$ cat src/hdl/iopage_config.svh
/*
 * build-time sizing of the I/O page port bank
 * port count, port window base and first interrupt vector
 */
`ifndef IOPAGE_CONFIG_SVH
`define IOPAGE_CONFIG_SVH

// number of parallel ports from 1 to 8
`define IOPAGE_NUM_PORTS 4

// port 0 window with the last port at octal 7770
`define IOPAGE_PORT_BASE (13'o7770 - 13'(8 * (`IOPAGE_NUM_PORTS - 1)))

// port n uses base + 8n for request A and base + 8n + 4 for request B
`define IOPAGE_VEC_BASE 8'o300

// registers per port window, in words
`define IOPAGE_WIN_WORDS 4

`endif
$ cat src/hdl/iopage_pkg.sv
/*
 * shared types of the I/O page
 * bus cycle, port pin bundles and port read response
 */
`default_nettype none

package iopage_pkg;

   // one cycle on the I/O page bus
   typedef struct packed {
      logic [12:0] addr;
      logic [15:0] wdata;
      logic        rd;
      logic        wr;
      logic        byte_op;
   } iop_req_t;

   // pins driven into one parallel port
   typedef struct packed {
      logic [15:0] inbuf;
      logic        req_a;
      logic        req_b;
   } port_in_t;

   // pins driven out of one parallel port
   typedef struct packed {
      logic [15:0] outbuf;
      logic [1:0]  fnct;
      logic        new_data_ready;
      logic        data_transmitted;
   } port_out_t;

   // read data of one port, hit set when it claims the cycle
   typedef struct packed {
      logic [15:0] rdata;
      logic        hit;
   } port_rsp_t;

endpackage

`default_nettype wire

$ cat src/hdl/iopage.sv
/*
 * I/O page top level
 * decoder, parallel port bank, read mux and interrupt arbiter
 */
`default_nettype none
`timescale 1ns/100ps
`include "iopage_config.svh"

module iopage
(
   input  logic                   clk,
   input  logic                   arst_n,
   input  logic [12:0]            address,
   input  logic [15:0]            data_in,
   input  logic                   iopage_rd,
   input  logic                   iopage_wr,
   input  logic                   iopage_byte_op,
   output logic [15:0]            data_out,
   output logic                   no_decode,
   input  iopage_pkg::port_in_t   port_pins_in  [`IOPAGE_NUM_PORTS],
   output iopage_pkg::port_out_t  port_pins_out [`IOPAGE_NUM_PORTS],
   output logic                   interrupt,
   output logic [7:0]             vector,
   input  logic                   interrupt_ack
);

   import iopage_pkg::*;

   localparam int unsigned NUM_PORTS = `IOPAGE_NUM_PORTS;

   iop_req_t               req;
   logic [NUM_PORTS-1:0]   sel;
   logic [1:0]             reg_off;
   port_rsp_t              rsp [NUM_PORTS];
   logic [2*NUM_PORTS-1:0] irq;
   logic [2*NUM_PORTS-1:0] irq_ack;

   assign req.addr    = address;
   assign req.wdata   = data_in;
   assign req.rd      = iopage_rd;
   assign req.wr      = iopage_wr;
   assign req.byte_op = iopage_byte_op;

   iopage_decode u_decode (
      .clk     (clk),
      .arst_n  (arst_n),
      .req     (req),
      .sel     (sel),
      .reg_off (reg_off)
   );

   // port n owns irq bits 2n (A) and 2n+1 (B)
   for (genvar i = 0; i < NUM_PORTS; i++)
   begin : g_port
      parallel_port u_port (
         .clk      (clk),
         .arst_n   (arst_n),
         .sel      (sel[i]),
         .reg_off  (reg_off),
         .req      (req),
         .pins_in  (port_pins_in[i]),
         .pins_out (port_pins_out[i]),
         .rsp      (rsp[i]),
         .irq      (irq[2*i +: 2]),
         .irq_ack  (irq_ack[2*i +: 2])
      );
   end

   iopage_rdmux u_rdmux (
      .rsp       (rsp),
      .rd        (iopage_rd),
      .wr        (iopage_wr),
      .data_out  (data_out),
      .no_decode (no_decode)
   );

   intr_arbiter u_arbiter (
      .clk           (clk),
      .arst_n        (arst_n),
      .irq           (irq),
      .interrupt     (interrupt),
      .vector        (vector),
      .interrupt_ack (interrupt_ack),
      .irq_ack       (irq_ack)
   );

endmodule

`default_nettype wire

$ cat src/hdl/intr_arbiter.sv
/*
 * fixed-priority interrupt arbiter
 * holds the granted vector until the CPU acknowledges
 */
`default_nettype none
`timescale 1ns/100ps
`include "iopage_config.svh"

module intr_arbiter
(
   input  logic                            clk,
   input  logic                            arst_n,
   input  logic [2*`IOPAGE_NUM_PORTS-1:0]  irq,
   output logic                            interrupt,
   output logic [7:0]                      vector,
   input  logic                            interrupt_ack,
   output logic [2*`IOPAGE_NUM_PORTS-1:0]  irq_ack
);

   localparam int unsigned NUM_SRC  = 2 * `IOPAGE_NUM_PORTS;
   localparam int unsigned IDX_W    = $clog2(NUM_SRC);
   localparam logic [7:0]  VEC_BASE = `IOPAGE_VEC_BASE;

   logic             pick_valid;
   logic [IDX_W-1:0] pick_idx;
   logic [IDX_W-1:0] grant_idx;

   // lowest index wins in the order port 0 A, port 0 B, port 1 A ...
   always_comb
   begin
      pick_valid = 1'b0;
      pick_idx   = '0;
      for (int s = NUM_SRC - 1; s >= 0; s--)
      begin
         if (irq[s])
         begin
            pick_valid = 1'b1;
            pick_idx   = IDX_W'(s);
         end
      end
   end

   // after an ack interrupt stays low one cycle, which lets the
   // acked request clear before the next pick
   always_ff @(posedge clk or negedge arst_n)
   begin
      if (!arst_n)
      begin
         interrupt <= 1'b0;
         grant_idx <= '0;
         vector    <= '0;
      end
      else if (interrupt)
      begin
         if (interrupt_ack)
            interrupt <= 1'b0;
      end
      else if (pick_valid)
      begin
         interrupt <= 1'b1;
         grant_idx <= pick_idx;
         // 4 bytes per source
         vector    <= VEC_BASE + (8'(pick_idx) << 2);
      end
   end

   always_comb
   begin
      irq_ack = '0;
      if (interrupt && interrupt_ack)
         irq_ack[grant_idx] = 1'b1;
   end

   a_vec_stable : assert property (
      @(posedge clk) disable iff (!arst_n)
      (interrupt && !interrupt_ack) |=> interrupt && $stable(vector)
   ) else $error("vector changed while interrupt held");

endmodule

`default_nettype wire

$ cat src/hdl/iopage_rdmux.sv
/*
 * I/O page read multiplexer
 * merges port read data and flags unclaimed cycles
 */
`default_nettype none
`timescale 1ns/100ps
`include "iopage_config.svh"

module iopage_rdmux
(
   input  iopage_pkg::port_rsp_t  rsp [`IOPAGE_NUM_PORTS],
   input  logic                   rd,
   input  logic                   wr,
   output logic [15:0]            data_out,
   output logic                   no_decode
);

   localparam int unsigned NUM_PORTS = `IOPAGE_NUM_PORTS;

   logic [NUM_PORTS-1:0] hits;

   // unclaimed cycles read as zero
   always_comb
   begin
      data_out = '0;
      for (int i = 0; i < NUM_PORTS; i++)
      begin
         hits[i] = rsp[i].hit;
         if (rsp[i].hit)
            data_out = rsp[i].rdata;
      end
   end

   assign no_decode = (rd || wr) && !(|hits);

   // windows never overlap, so two hits means a decode fault
   always_comb
   begin
      a_one_hit : assert final ($onehot0(hits))
         else $error("more than one port claimed the cycle");
   end

endmodule

`default_nettype wire

$ cat src/hdl/parallel_port.sv
/*
 * DR11-C style parallel interface
 * CSR, output buffer, input buffer and two interrupt requests
 */
`default_nettype none
`timescale 1ns/100ps

module parallel_port
(
   input  logic                   clk,
   input  logic                   arst_n,
   input  logic                   sel,
   input  logic [1:0]             reg_off,
   input  iopage_pkg::iop_req_t   req,
   input  iopage_pkg::port_in_t   pins_in,
   output iopage_pkg::port_out_t  pins_out,
   output iopage_pkg::port_rsp_t  rsp,
   output logic [1:0]             irq,
   input  logic [1:0]             irq_ack
);

   localparam logic [1:0] OFF_CSR    = 2'd0;
   localparam logic [1:0] OFF_OUTBUF = 2'd1;
   localparam logic [1:0] OFF_INBUF  = 2'd2;

   logic        ie_a;
   logic        ie_b;
   logic [1:0]  fnct;
   logic [15:0] outbuf;
   logic        lo_wr;
   logic        hi_wr;
   logic        csr_wr;
   logic        outbuf_wr;
   logic        inbuf_rd;
   logic [15:0] csr_rd;
   logic        cond_a;
   logic        cond_b;
   logic        cond_a_d;
   logic        cond_b_d;
   logic        new_data_ready;
   logic        data_transmitted;

   // even address takes the low byte, odd the high byte
   assign lo_wr = req.wr && (!req.byte_op || !req.addr[0]);
   assign hi_wr = req.wr && (!req.byte_op || req.addr[0]);

   assign csr_wr    = sel && (reg_off == OFF_CSR);
   assign outbuf_wr = sel && (reg_off == OFF_OUTBUF) && req.wr;
   assign inbuf_rd  = sel && (reg_off == OFF_INBUF) && req.rd;

   // only the low byte of the CSR is writable
   always_ff @(posedge clk or negedge arst_n)
   begin
      if (!arst_n)
      begin
         ie_a   <= 1'b0;
         ie_b   <= 1'b0;
         fnct   <= 2'b00;
         outbuf <= '0;
      end
      else
      begin
         if (csr_wr && lo_wr)
         begin
            ie_a <= req.wdata[6];
            ie_b <= req.wdata[5];
            fnct <= req.wdata[1:0];
         end
         if (outbuf_wr && lo_wr)
            outbuf[7:0] <= req.wdata[7:0];
         if (outbuf_wr && hi_wr)
            outbuf[15:8] <= req.wdata[15:8];
      end
   end

   // interrupts are edge triggered on req & enable
   assign cond_a = pins_in.req_a && ie_a;
   assign cond_b = pins_in.req_b && ie_b;

   always_ff @(posedge clk or negedge arst_n)
   begin
      if (!arst_n)
      begin
         cond_a_d         <= 1'b0;
         cond_b_d         <= 1'b0;
         irq              <= 2'b00;
         new_data_ready   <= 1'b0;
         data_transmitted <= 1'b0;
      end
      else
      begin
         cond_a_d         <= cond_a;
         cond_b_d         <= cond_b;
         new_data_ready   <= outbuf_wr;
         data_transmitted <= inbuf_rd;

         if (!ie_a)
            irq[0] <= 1'b0;
         else if (cond_a && !cond_a_d)
            irq[0] <= 1'b1;
         else if (irq_ack[0])
            irq[0] <= 1'b0;

         if (!ie_b)
            irq[1] <= 1'b0;
         else if (cond_b && !cond_b_d)
            irq[1] <= 1'b1;
         else if (irq_ack[1])
            irq[1] <= 1'b0;
      end
   end

   // REQ B and REQ A show the live pin levels
   assign csr_rd = {pins_in.req_b, 7'b0, pins_in.req_a, ie_a, ie_b, 3'b0, fnct};

   always_comb
   begin
      rsp.hit   = sel && (reg_off != 2'd3);
      rsp.rdata = '0;
      if (sel)
      begin
         case (reg_off)
            OFF_CSR:    rsp.rdata = csr_rd;
            OFF_OUTBUF: rsp.rdata = outbuf;
            OFF_INBUF:  rsp.rdata = pins_in.inbuf;
            default:    rsp.rdata = '0;
         endcase
      end
   end

   assign pins_out.outbuf           = outbuf;
   assign pins_out.fnct             = fnct;
   assign pins_out.new_data_ready   = new_data_ready;
   assign pins_out.data_transmitted = data_transmitted;

   // arbiter acks only what this port still has pending
   a_ack_pending : assert property (
      @(posedge clk) disable iff (!arst_n)
      ((irq_ack & {ie_b, ie_a} & ~irq) == 2'b00)
   ) else $error("ack for a request that is not pending");

   // writes to offset 3 leave every register alone
   a_off3_ignored : assert property (
      @(posedge clk) disable iff (!arst_n)
      (sel && req.wr && reg_off == 2'd3) |=>
         $stable(outbuf) && $stable(fnct) && $stable({ie_a, ie_b})
   ) else $error("write to undefined offset changed a register");

endmodule

`default_nettype wire

$ cat src/hdl/iopage_decode.sv
/*
 * I/O page address decoder
 * one-hot port select and register word offset
 */
`default_nettype none
`timescale 1ns/100ps
`include "iopage_config.svh"

module iopage_decode
(
   input  logic                          clk,
   input  logic                          arst_n,
   input  iopage_pkg::iop_req_t          req,
   output logic [`IOPAGE_NUM_PORTS-1:0]  sel,
   output logic [1:0]                    reg_off
);

   localparam int unsigned NUM_PORTS = `IOPAGE_NUM_PORTS;
   localparam logic [12:0] PORT_BASE = `IOPAGE_PORT_BASE;
   localparam int unsigned WIN_BYTES = 2 * `IOPAGE_WIN_WORDS;

   // elaboration checks on the configured bank
   generate
      if (NUM_PORTS < 1 || NUM_PORTS > 8)
      begin : g_bad_count
         $error("port count must be between 1 and 8");
      end

      if (PORT_BASE + 13'(WIN_BYTES * (NUM_PORTS - 1)) != 13'o7770)
      begin : g_bad_base
         $error("last port window must sit at octal 7770");
      end
   endgenerate

   // one 8-byte window per port, consecutive upward from the base
   generate
      for (genvar i = 0; i < NUM_PORTS; i++)
      begin : g_win
         localparam logic [12:0] WIN = PORT_BASE + 13'(WIN_BYTES * i);

         assign sel[i] = (req.addr[12:3] == WIN[12:3]);
      end
   endgenerate

   // word within the window with the byte lane in addr[0]
   assign reg_off = req.addr[2:1];

   // the CPU never reads and writes in one cycle
   a_rd_wr_excl : assert property (
      @(posedge clk) disable iff (!arst_n)
      !(req.rd && req.wr)
   ) else $error("rd and wr both high");

endmodule

`default_nettype wire

$ cat config.mk
export PLATFORM = sky130hd
export DESIGN_NAME = iopage
export DESIGN_NICKNAME = d
export VERILOG_FILES = /design/src/hdl/iopage_pkg.sv /design/src/hdl/iopage.sv /design/src/hdl/intr_arbiter.sv /design/src/hdl/iopage_rdmux.sv /design/src/hdl/parallel_port.sv /design/src/hdl/iopage_decode.sv
export VERILOG_INCLUDE_DIRS = /design/src /design/src/hdl
export SDC_FILE = /design/constraint.sdc
export NUM_CORES = 1
export LEC_CHECK = 0
export BUFFER_PORTS_ARGS = -buffer_cell sky130_fd_sc_hd__clkbuf_2
export CAP_MARGIN = 20
export CORE_UTILIZATION = 40
export CTS_BUF_LIST = sky130_fd_sc_hd__clkbuf_16
export DETAILED_ROUTE_END_ITERATION = 7
export PLACE_DENSITY = 0.66
export REMOVE_ABC_BUFFERS = 1
export SYNTH_ARGS = -nofsm -noshare
export SYNTH_HDL_FRONTEND = slang
export SYNTH_HIERARCHICAL = 1
export SYNTH_SLANG_ARGS = --single-unit
$ cat constraint.sdc
create_clock -name clk -period 4.4 [get_ports clk]
set_clock_uncertainty 0.2 [all_clocks]
set_input_delay 0.88 -clock clk [delete_from_list [all_inputs] [get_ports clk]]
set_output_delay 0.88 -clock clk [all_outputs]
set_load 0.02 [all_outputs]
==> metrics.txt, run 1 <==
layout net count=899; met2 GRT Util=43.5%; site row count=45; footprint of the multi-input gates=0.00329 sq mm; Yosys top cell area share=42.6%; DPL Wire Length=15100 um; Final Cycle Share=93.3%; GR Overflow Total=0; worst slew pin tran=0.822 ns; status=completed; remaining antenna violation count=0; Vias/cell=5.61; Die W=129 um; cts hold-fix bufs=0; YS warnings=6; power density over the cells=263 mW/mm^2; CP top delay family=simple AND/OR/NAND/NOR gates; crit end category=primary output; CORE AREA=0.0154 sq mm; Hold/Removal Path Class=flip-flop to flip-flop; initial antenna violation count=0; Final Cell Area=0.00789 sq mm; M1 GR Usage=31.3%; Final min period=4.10 ns; CTS buffer count=9; Root Driver=clkbuf_16; Ant. Diodes=0; largest net degree at the start of global routing=60; crit-path most repeated cell=clkbuf_2; clk sinks=109; I/O pin cnt=213; met3 track demand over resource=4.66%; Max Clock Freq=0.244 GHz; setup tns final=0 ns; FILL cells=1446; FF+latch count, synth=109; Die ar.=0.0165 sq mm; Final Hold Fails=0; total power=2.07 mW; First-pass DRT Iterations=4; Slew HR=45.2%; layout overhead on the synthesized area=23.2%; clk_lat worst skew=0.35 ns; top post-synthesis cells by area=dfrtp_1, mux2_2, a22oi_1, nor2b_1, mux2i_1; Post-DP Area=0.00760 sq mm; Synth async-reset ratio=100%; Initial Util=41.5%; VDD IR max=0.190 mV; routed vias=5657; Yosys cell types=47; CP Buf/Inv Count=2; vias in the first global route=5674; EDFF count, synth=0; Setup Viol. Count Final=0; critical path data required time=3.32 ns; crit path DAT=3.02 ns; leading area contributor after synthesis=dfrtp_1; synthesized instance count=597; GRT Util Overall=25.5%; CTS resizes=0; layout cells sized above 1=47.9%; Main synth FF type=dfrtp_1; global routing's busiest layer=met2; CTS Buffer Depth=2; # port buffers=209; routability cong.=0.856; clock-pin slew on the worst setup and hold paths=0.07 ns; Seq. cell area=0.00273 sq mm; RSZ-0062 raised after global routing=false; worst path cell trace=clkbuf_2 > nand4_1 > nor3_2 > a21boi_0 > nand2b_4 > o22ai_1 > a21oi_1 > clkbuf_2; Slew Viols, Final=0; WL/cell=20.9 um; Post-Syn Area=0.00640 sq mm; CTS tree=yes; Worst path slowest cell=a21boi_0; WS Path Type=input pin to primary output; first-pass GRT wire length=31200 um; Die Span Y=129 um; CTS H-tree lvls=3; Leak=3.93 nW; buffer count from post-CTS setup fixing=0; critical path startpoint category=input pin; DRT iter0 DRCs=370; synthesized area per cell=10.7 sq um; Post-route DRC=0; CP peak stage delay=0.54 ns; Routed WL=21100 um; Critical Path Fanout Max=15; max-cap violation count=0; post-synthesis sequential area ratio=42.6%
## power by group
group	switching (mW)	total (mW)	internal, mW
clock	0.384	0.824	0.440
combinational	0.138	0.225	0.0866
sequential	0.0119	1.02	1.01
## registers in the layout, summed over array words and instances (netlist names)
name and count:
u_arbiter/grant_idx 2, g_port.u_port/new_data_ready 4, g_port.u_port/ie_a 4, g_port.u_port/cond_a_d 4, u_arbiter/interrupt 1, u_arbiter/vector 2, g_port.u_port/data_transmitted 4, g_port.u_port/fnct 8
g_port.u_port/ie_b 4, g_port.u_port/irq 8, g_port.u_port/outbuf 64, g_port.u_port/cond_b_d 4
## stage by stage
stage	cells	util (%)	hold WS (ns)	worst slack, ns
2_1_floorplan	551	-	0.284	-0.878
3_3_place_gp	992	49.2	0.272	0.416
3_5_place_dp	992	49.2	0.282	0.365
4_1_cts	1008	51.1	0.299	0.352
5_1_grt	1008	51.1	0.344	0.206
6_report	1008	51.1	0.300	0.296
## final cells by class
class / instances / area share [%]
Multi-Input combinational cell: 417 / 41.7
Inverter: 25 / 1.19
Clock buffer: 9 / 2.85
Tap cell: 211 / 3.35
Timing Repair Buffer: 230 / 15.4
Clock inverter: 7 / 0.841
Sequential cell: 109 / 34.6
## synthesized netlist by cell type, types with 5 or more instances
library cell and n:
dfrtp_1 109, mux2_2 80, nor2b_1 45, a22oi_1 44, nand2_1 33, buf_4 29, a21boi_0 28, inv_1 24
mux2i_1 24, or2_2 24, o22ai_1 23, a21oi_1 16, and2_1 16, nor2_1 14, a22oi_2 10, and3_1 8
clkbuf_1 8, buf_2 6, buf_6 5, nand4_1 5, nor3_1 5
## routing by layer
metal / up-vias / wire length (um) / part of all wire (%)
met4: 0 / 658 / 3.1
met1: 2829 / 8620 / 41
met3: 45 / 1400 / 6.7
met2: 262 / 10400 / 49
met5: - / 0 / 0
li1: 2521 / - / -
## cells by family after synthesis
| family | share of synthesized area, % |
|---|---|
| AO/OA/AOI/OAI | 15.9 |
| multiplexers | 17.8 |
| flip-flops | 42.6 |
| buffers and inverters | 6.68 |
| other | 0.0586 |
| AND/OR/NAND/NOR | 17.0 |
## cells in the final DEF (no fill, tap or decap), drive strengths merged, types with 3 or more instances in the layout
cell    instances
and3            8
and2           16
nor3            5
o21ai           3
mux2i          24
mux2           80
nand3b          3
buf            22
nor4            3
nor2b          49
o22ai          23
a31oi           3
a21boi         28
inv            29
nand4           9
nand2          33
dfrtp         109
o2111a          4
conb            3
a22oi          54
clkbuf        217
nor2           15
or2            25
a21oi          16
## path summary, 6_finish.rpt
check / startpoint / end / slack, ns / cells past startpoint
worst min-delay path: u_arbiter/vector[6] / u_arbiter/vector[6] / 0.30 / 1
worst max register to register: g_port[0].u_port/irq[0] / u_arbiter/grant_idx[1] / 2.87 / 4
worst max-delay path: address[9] / data_out[5] / 0.30 / 8
max in group asynchronous: arst_n / g_port[0].u_port/outbuf[10] / 2.67 / 2
min in group asynchronous: arst_n / g_port[0].u_port/outbuf[6] / 0.41 / 1
worst min register to register: u_arbiter/vector[6] / u_arbiter/vector[6] / 0.30 / 1
Note: power is estimated with default switching activity, not from simulation.
==> run 2: changes to the inputs <==
MAX_ROUTING_LAYER = met4   (was unset)
==> metrics.txt, run 2 (synthesized netlist as in run 1, its figures left out) <==
# port buffers=209 (unchanged); Max Clock Freq=0.243 GHz (was 0.244 GHz); initial antenna violation count=0 (unchanged); CTS H-tree lvls=3 (unchanged); Post-DP Area=0.00760 sq mm (unchanged); Vias/cell=5.59 (was 5.61); M1 GR Usage=32.1% (was 31.3%); WL/cell=20.9 um (about the same); critical path startpoint category=input pin (unchanged); Hold/Removal Path Class=flip-flop to flip-flop (unchanged); max reg flops=64 (unchanged); GRT Util Overall=26.3% (was 25.5%); Die W=129 um (unchanged); largest reg by FF count=g_port.u_port/outbuf (unchanged); crit end category=primary output (unchanged); Worst path slowest cell=a21boi_0 (unchanged); vias in the first global route=5671 (was 5674); clk_lat worst skew=0.35 ns (about the same); layout overhead on the synthesized area=23.2% (unchanged); CTS Buffer Depth=2 (unchanged); Die Span Y=129 um (unchanged); Final Cycle Share=93.6% (was 93.3%); worst path cell trace=clkbuf_2 > nand4_1 > nor3_2 > a21boi_0 > nand2b_4 > o22ai_1 > a21oi_1 > clkbuf_2 (unchanged); Root Driver=clkbuf_16 (unchanged); most common cell after layout, fill and taps aside=clkbuf_2 (unchanged); critical path data required time=3.32 ns (about the same); DPL Wire Length=15100 um (unchanged); Initial Util=41.5% (unchanged); CP peak stage delay=0.53 ns (was 0.54 ns); Final min period=4.12 ns (was 4.10 ns); largest net degree at the start of global routing=60 (unchanged); Ant. Diodes=0 (unchanged); CTS resizes=0 (unchanged); Die ar.=0.0165 sq mm (unchanged); Routed WL=21000 um (was 21100 um); Setup Viol. Count Final=0 (unchanged); Critical Path Fanout Max=15 (unchanged); routability cong.=0.870 (was 0.856); crit-path most repeated cell=clkbuf_2 (unchanged); buffer count from post-CTS setup fixing=0 (unchanged); WS Path Type=input pin to primary output (unchanged); clk sinks=109 (unchanged); remaining antenna violation count=0 (unchanged); worst slew pin tran=0.816 ns (was 0.822 ns); Leak=3.93 nW (unchanged); VDD IR max=0.190 mV (about the same); layout cells sized above 1=47.9% (unchanged); global routing's busiest layer=met2 (unchanged); CTS tree=yes (unchanged); met3 track demand over resource=3.87% (was 4.66%); clock-pin slew on the worst setup and hold paths=0.07 ns (about the same); most frequent cells in the layout=clkbuf_2, dfrtp_1, mux2_2 (unchanged); Slew Viols, Final=0 (unchanged); crit path DAT=3.04 ns (was 3.02 ns); I/O pin cnt=213 (unchanged); pre-CTS setup slack=0.365 ns (unchanged); Hold WS=0.299 ns (was 0.300 ns); layout net count=899 (unchanged); DRT iter0 DRCs=376 (was 370); worst r2r path cells=4 (unchanged); max-cap violation count=0 (unchanged); GR Overflow Total=0 (unchanged); setup tns final=0 ns (unchanged); power density over the cells=262 mW/mm^2 (was 263 mW/mm^2); Post-route DRC=0 (unchanged); Hold Path Depth=1 (unchanged); footprint of the multi-input gates=0.00329 sq mm (unchanged); routed vias=5638 (was 5657); site row count=45 (unchanged); CTS buffer count=9 (unchanged); FILL cells=1446 (unchanged); Seq. cell area=0.00273 sq mm (unchanged); status=completed (unchanged); Slew HR=45.6% (was 45.2%); Final Hold Fails=0 (unchanged); setup ws final=0.280 ns (was 0.296 ns); cts hold-fix bufs=0 (unchanged); First-pass DRT Iterations=5 (was 4); Final Cell Area=0.00789 sq mm (unchanged); RSZ-0062 raised after global routing=false (unchanged); CORE AREA=0.0154 sq mm (unchanged); met2 GRT Util=43.3% (was 43.5%); Largest regs=g_port.u_port/outbuf x64, g_port.u_port/fnct x8, g_port.u_port/irq x8 (unchanged); first-pass GRT wire length=31200 um (about the same)
-- run 2: cell counts in the layout (fill, tap and decap cells not counted) --
Identical to the previous run, type by type.
-- run 2: report_power, final --
part | switching [mW] | leakage [nW] | total, mW | internal (mW)
clock network | 0.383 | 0.146 | 0.824 | 0.440
logic | 0.138 | 2.26 | 0.225 | 0.0866
registers | 0.0116 | 1.52 | 1.02 | 1.01
total | 0.533 | 3.93 | 2.07 | 1.54
-- run 2: stage by stage --
stage	instances	total power, mW	util (%)
after global routing	1008	2.15	51.1
after CTS	1008	2.09	51.1
after global placement	992	1.26	49.2
final	1008	2.07	51.1
after floorplan	551	1.12	-
after detailed placement	992	1.27	49.2
-- run 2: worst max-delay path: cells and delay by family --
| family | cells | cell delay (ns) |
|---|---|---|
| buf+inv | 2 | 0.30 |
| simple gates | 3 | 0.95 |
| compound gates | 3 | 0.90 |
-- run 2: routing by layer --
metal  wire length [um]  up-vias
met3               1230       45
li1                   -     2517
met1               8720     2824
met5                  0        -
met4                644        0
met2              10400      252
-- run 2: final cells by class --
class,instances,area share (%)
Multi-Input combinational cell,417,41.7
Sequential cell,109,34.6
Timing Repair Buffer,230,15.4
Tap cell,211,3.35
Clock buffer,9,2.85
Inverter,25,1.19
Clock inverter,7,0.841
-- run 2: path summary, 6_finish.rpt --
check / from / slack [ns] / end
worst max register to register: g_port[0].u_port/irq[0] / 2.87 / u_arbiter/grant_idx[1]
min in group asynchronous: arst_n / 0.40 / g_port[2].u_port/outbuf[6]
worst min register to register: u_arbiter/vector[6] / 0.30 / u_arbiter/vector[6]
worst max-delay path: address[9] / 0.28 / data_out[5]
max in group asynchronous: arst_n / 2.68 / g_port[0].u_port/outbuf[12]
worst min-delay path: u_arbiter/vector[6] / 0.30 / u_arbiter/vector[6]
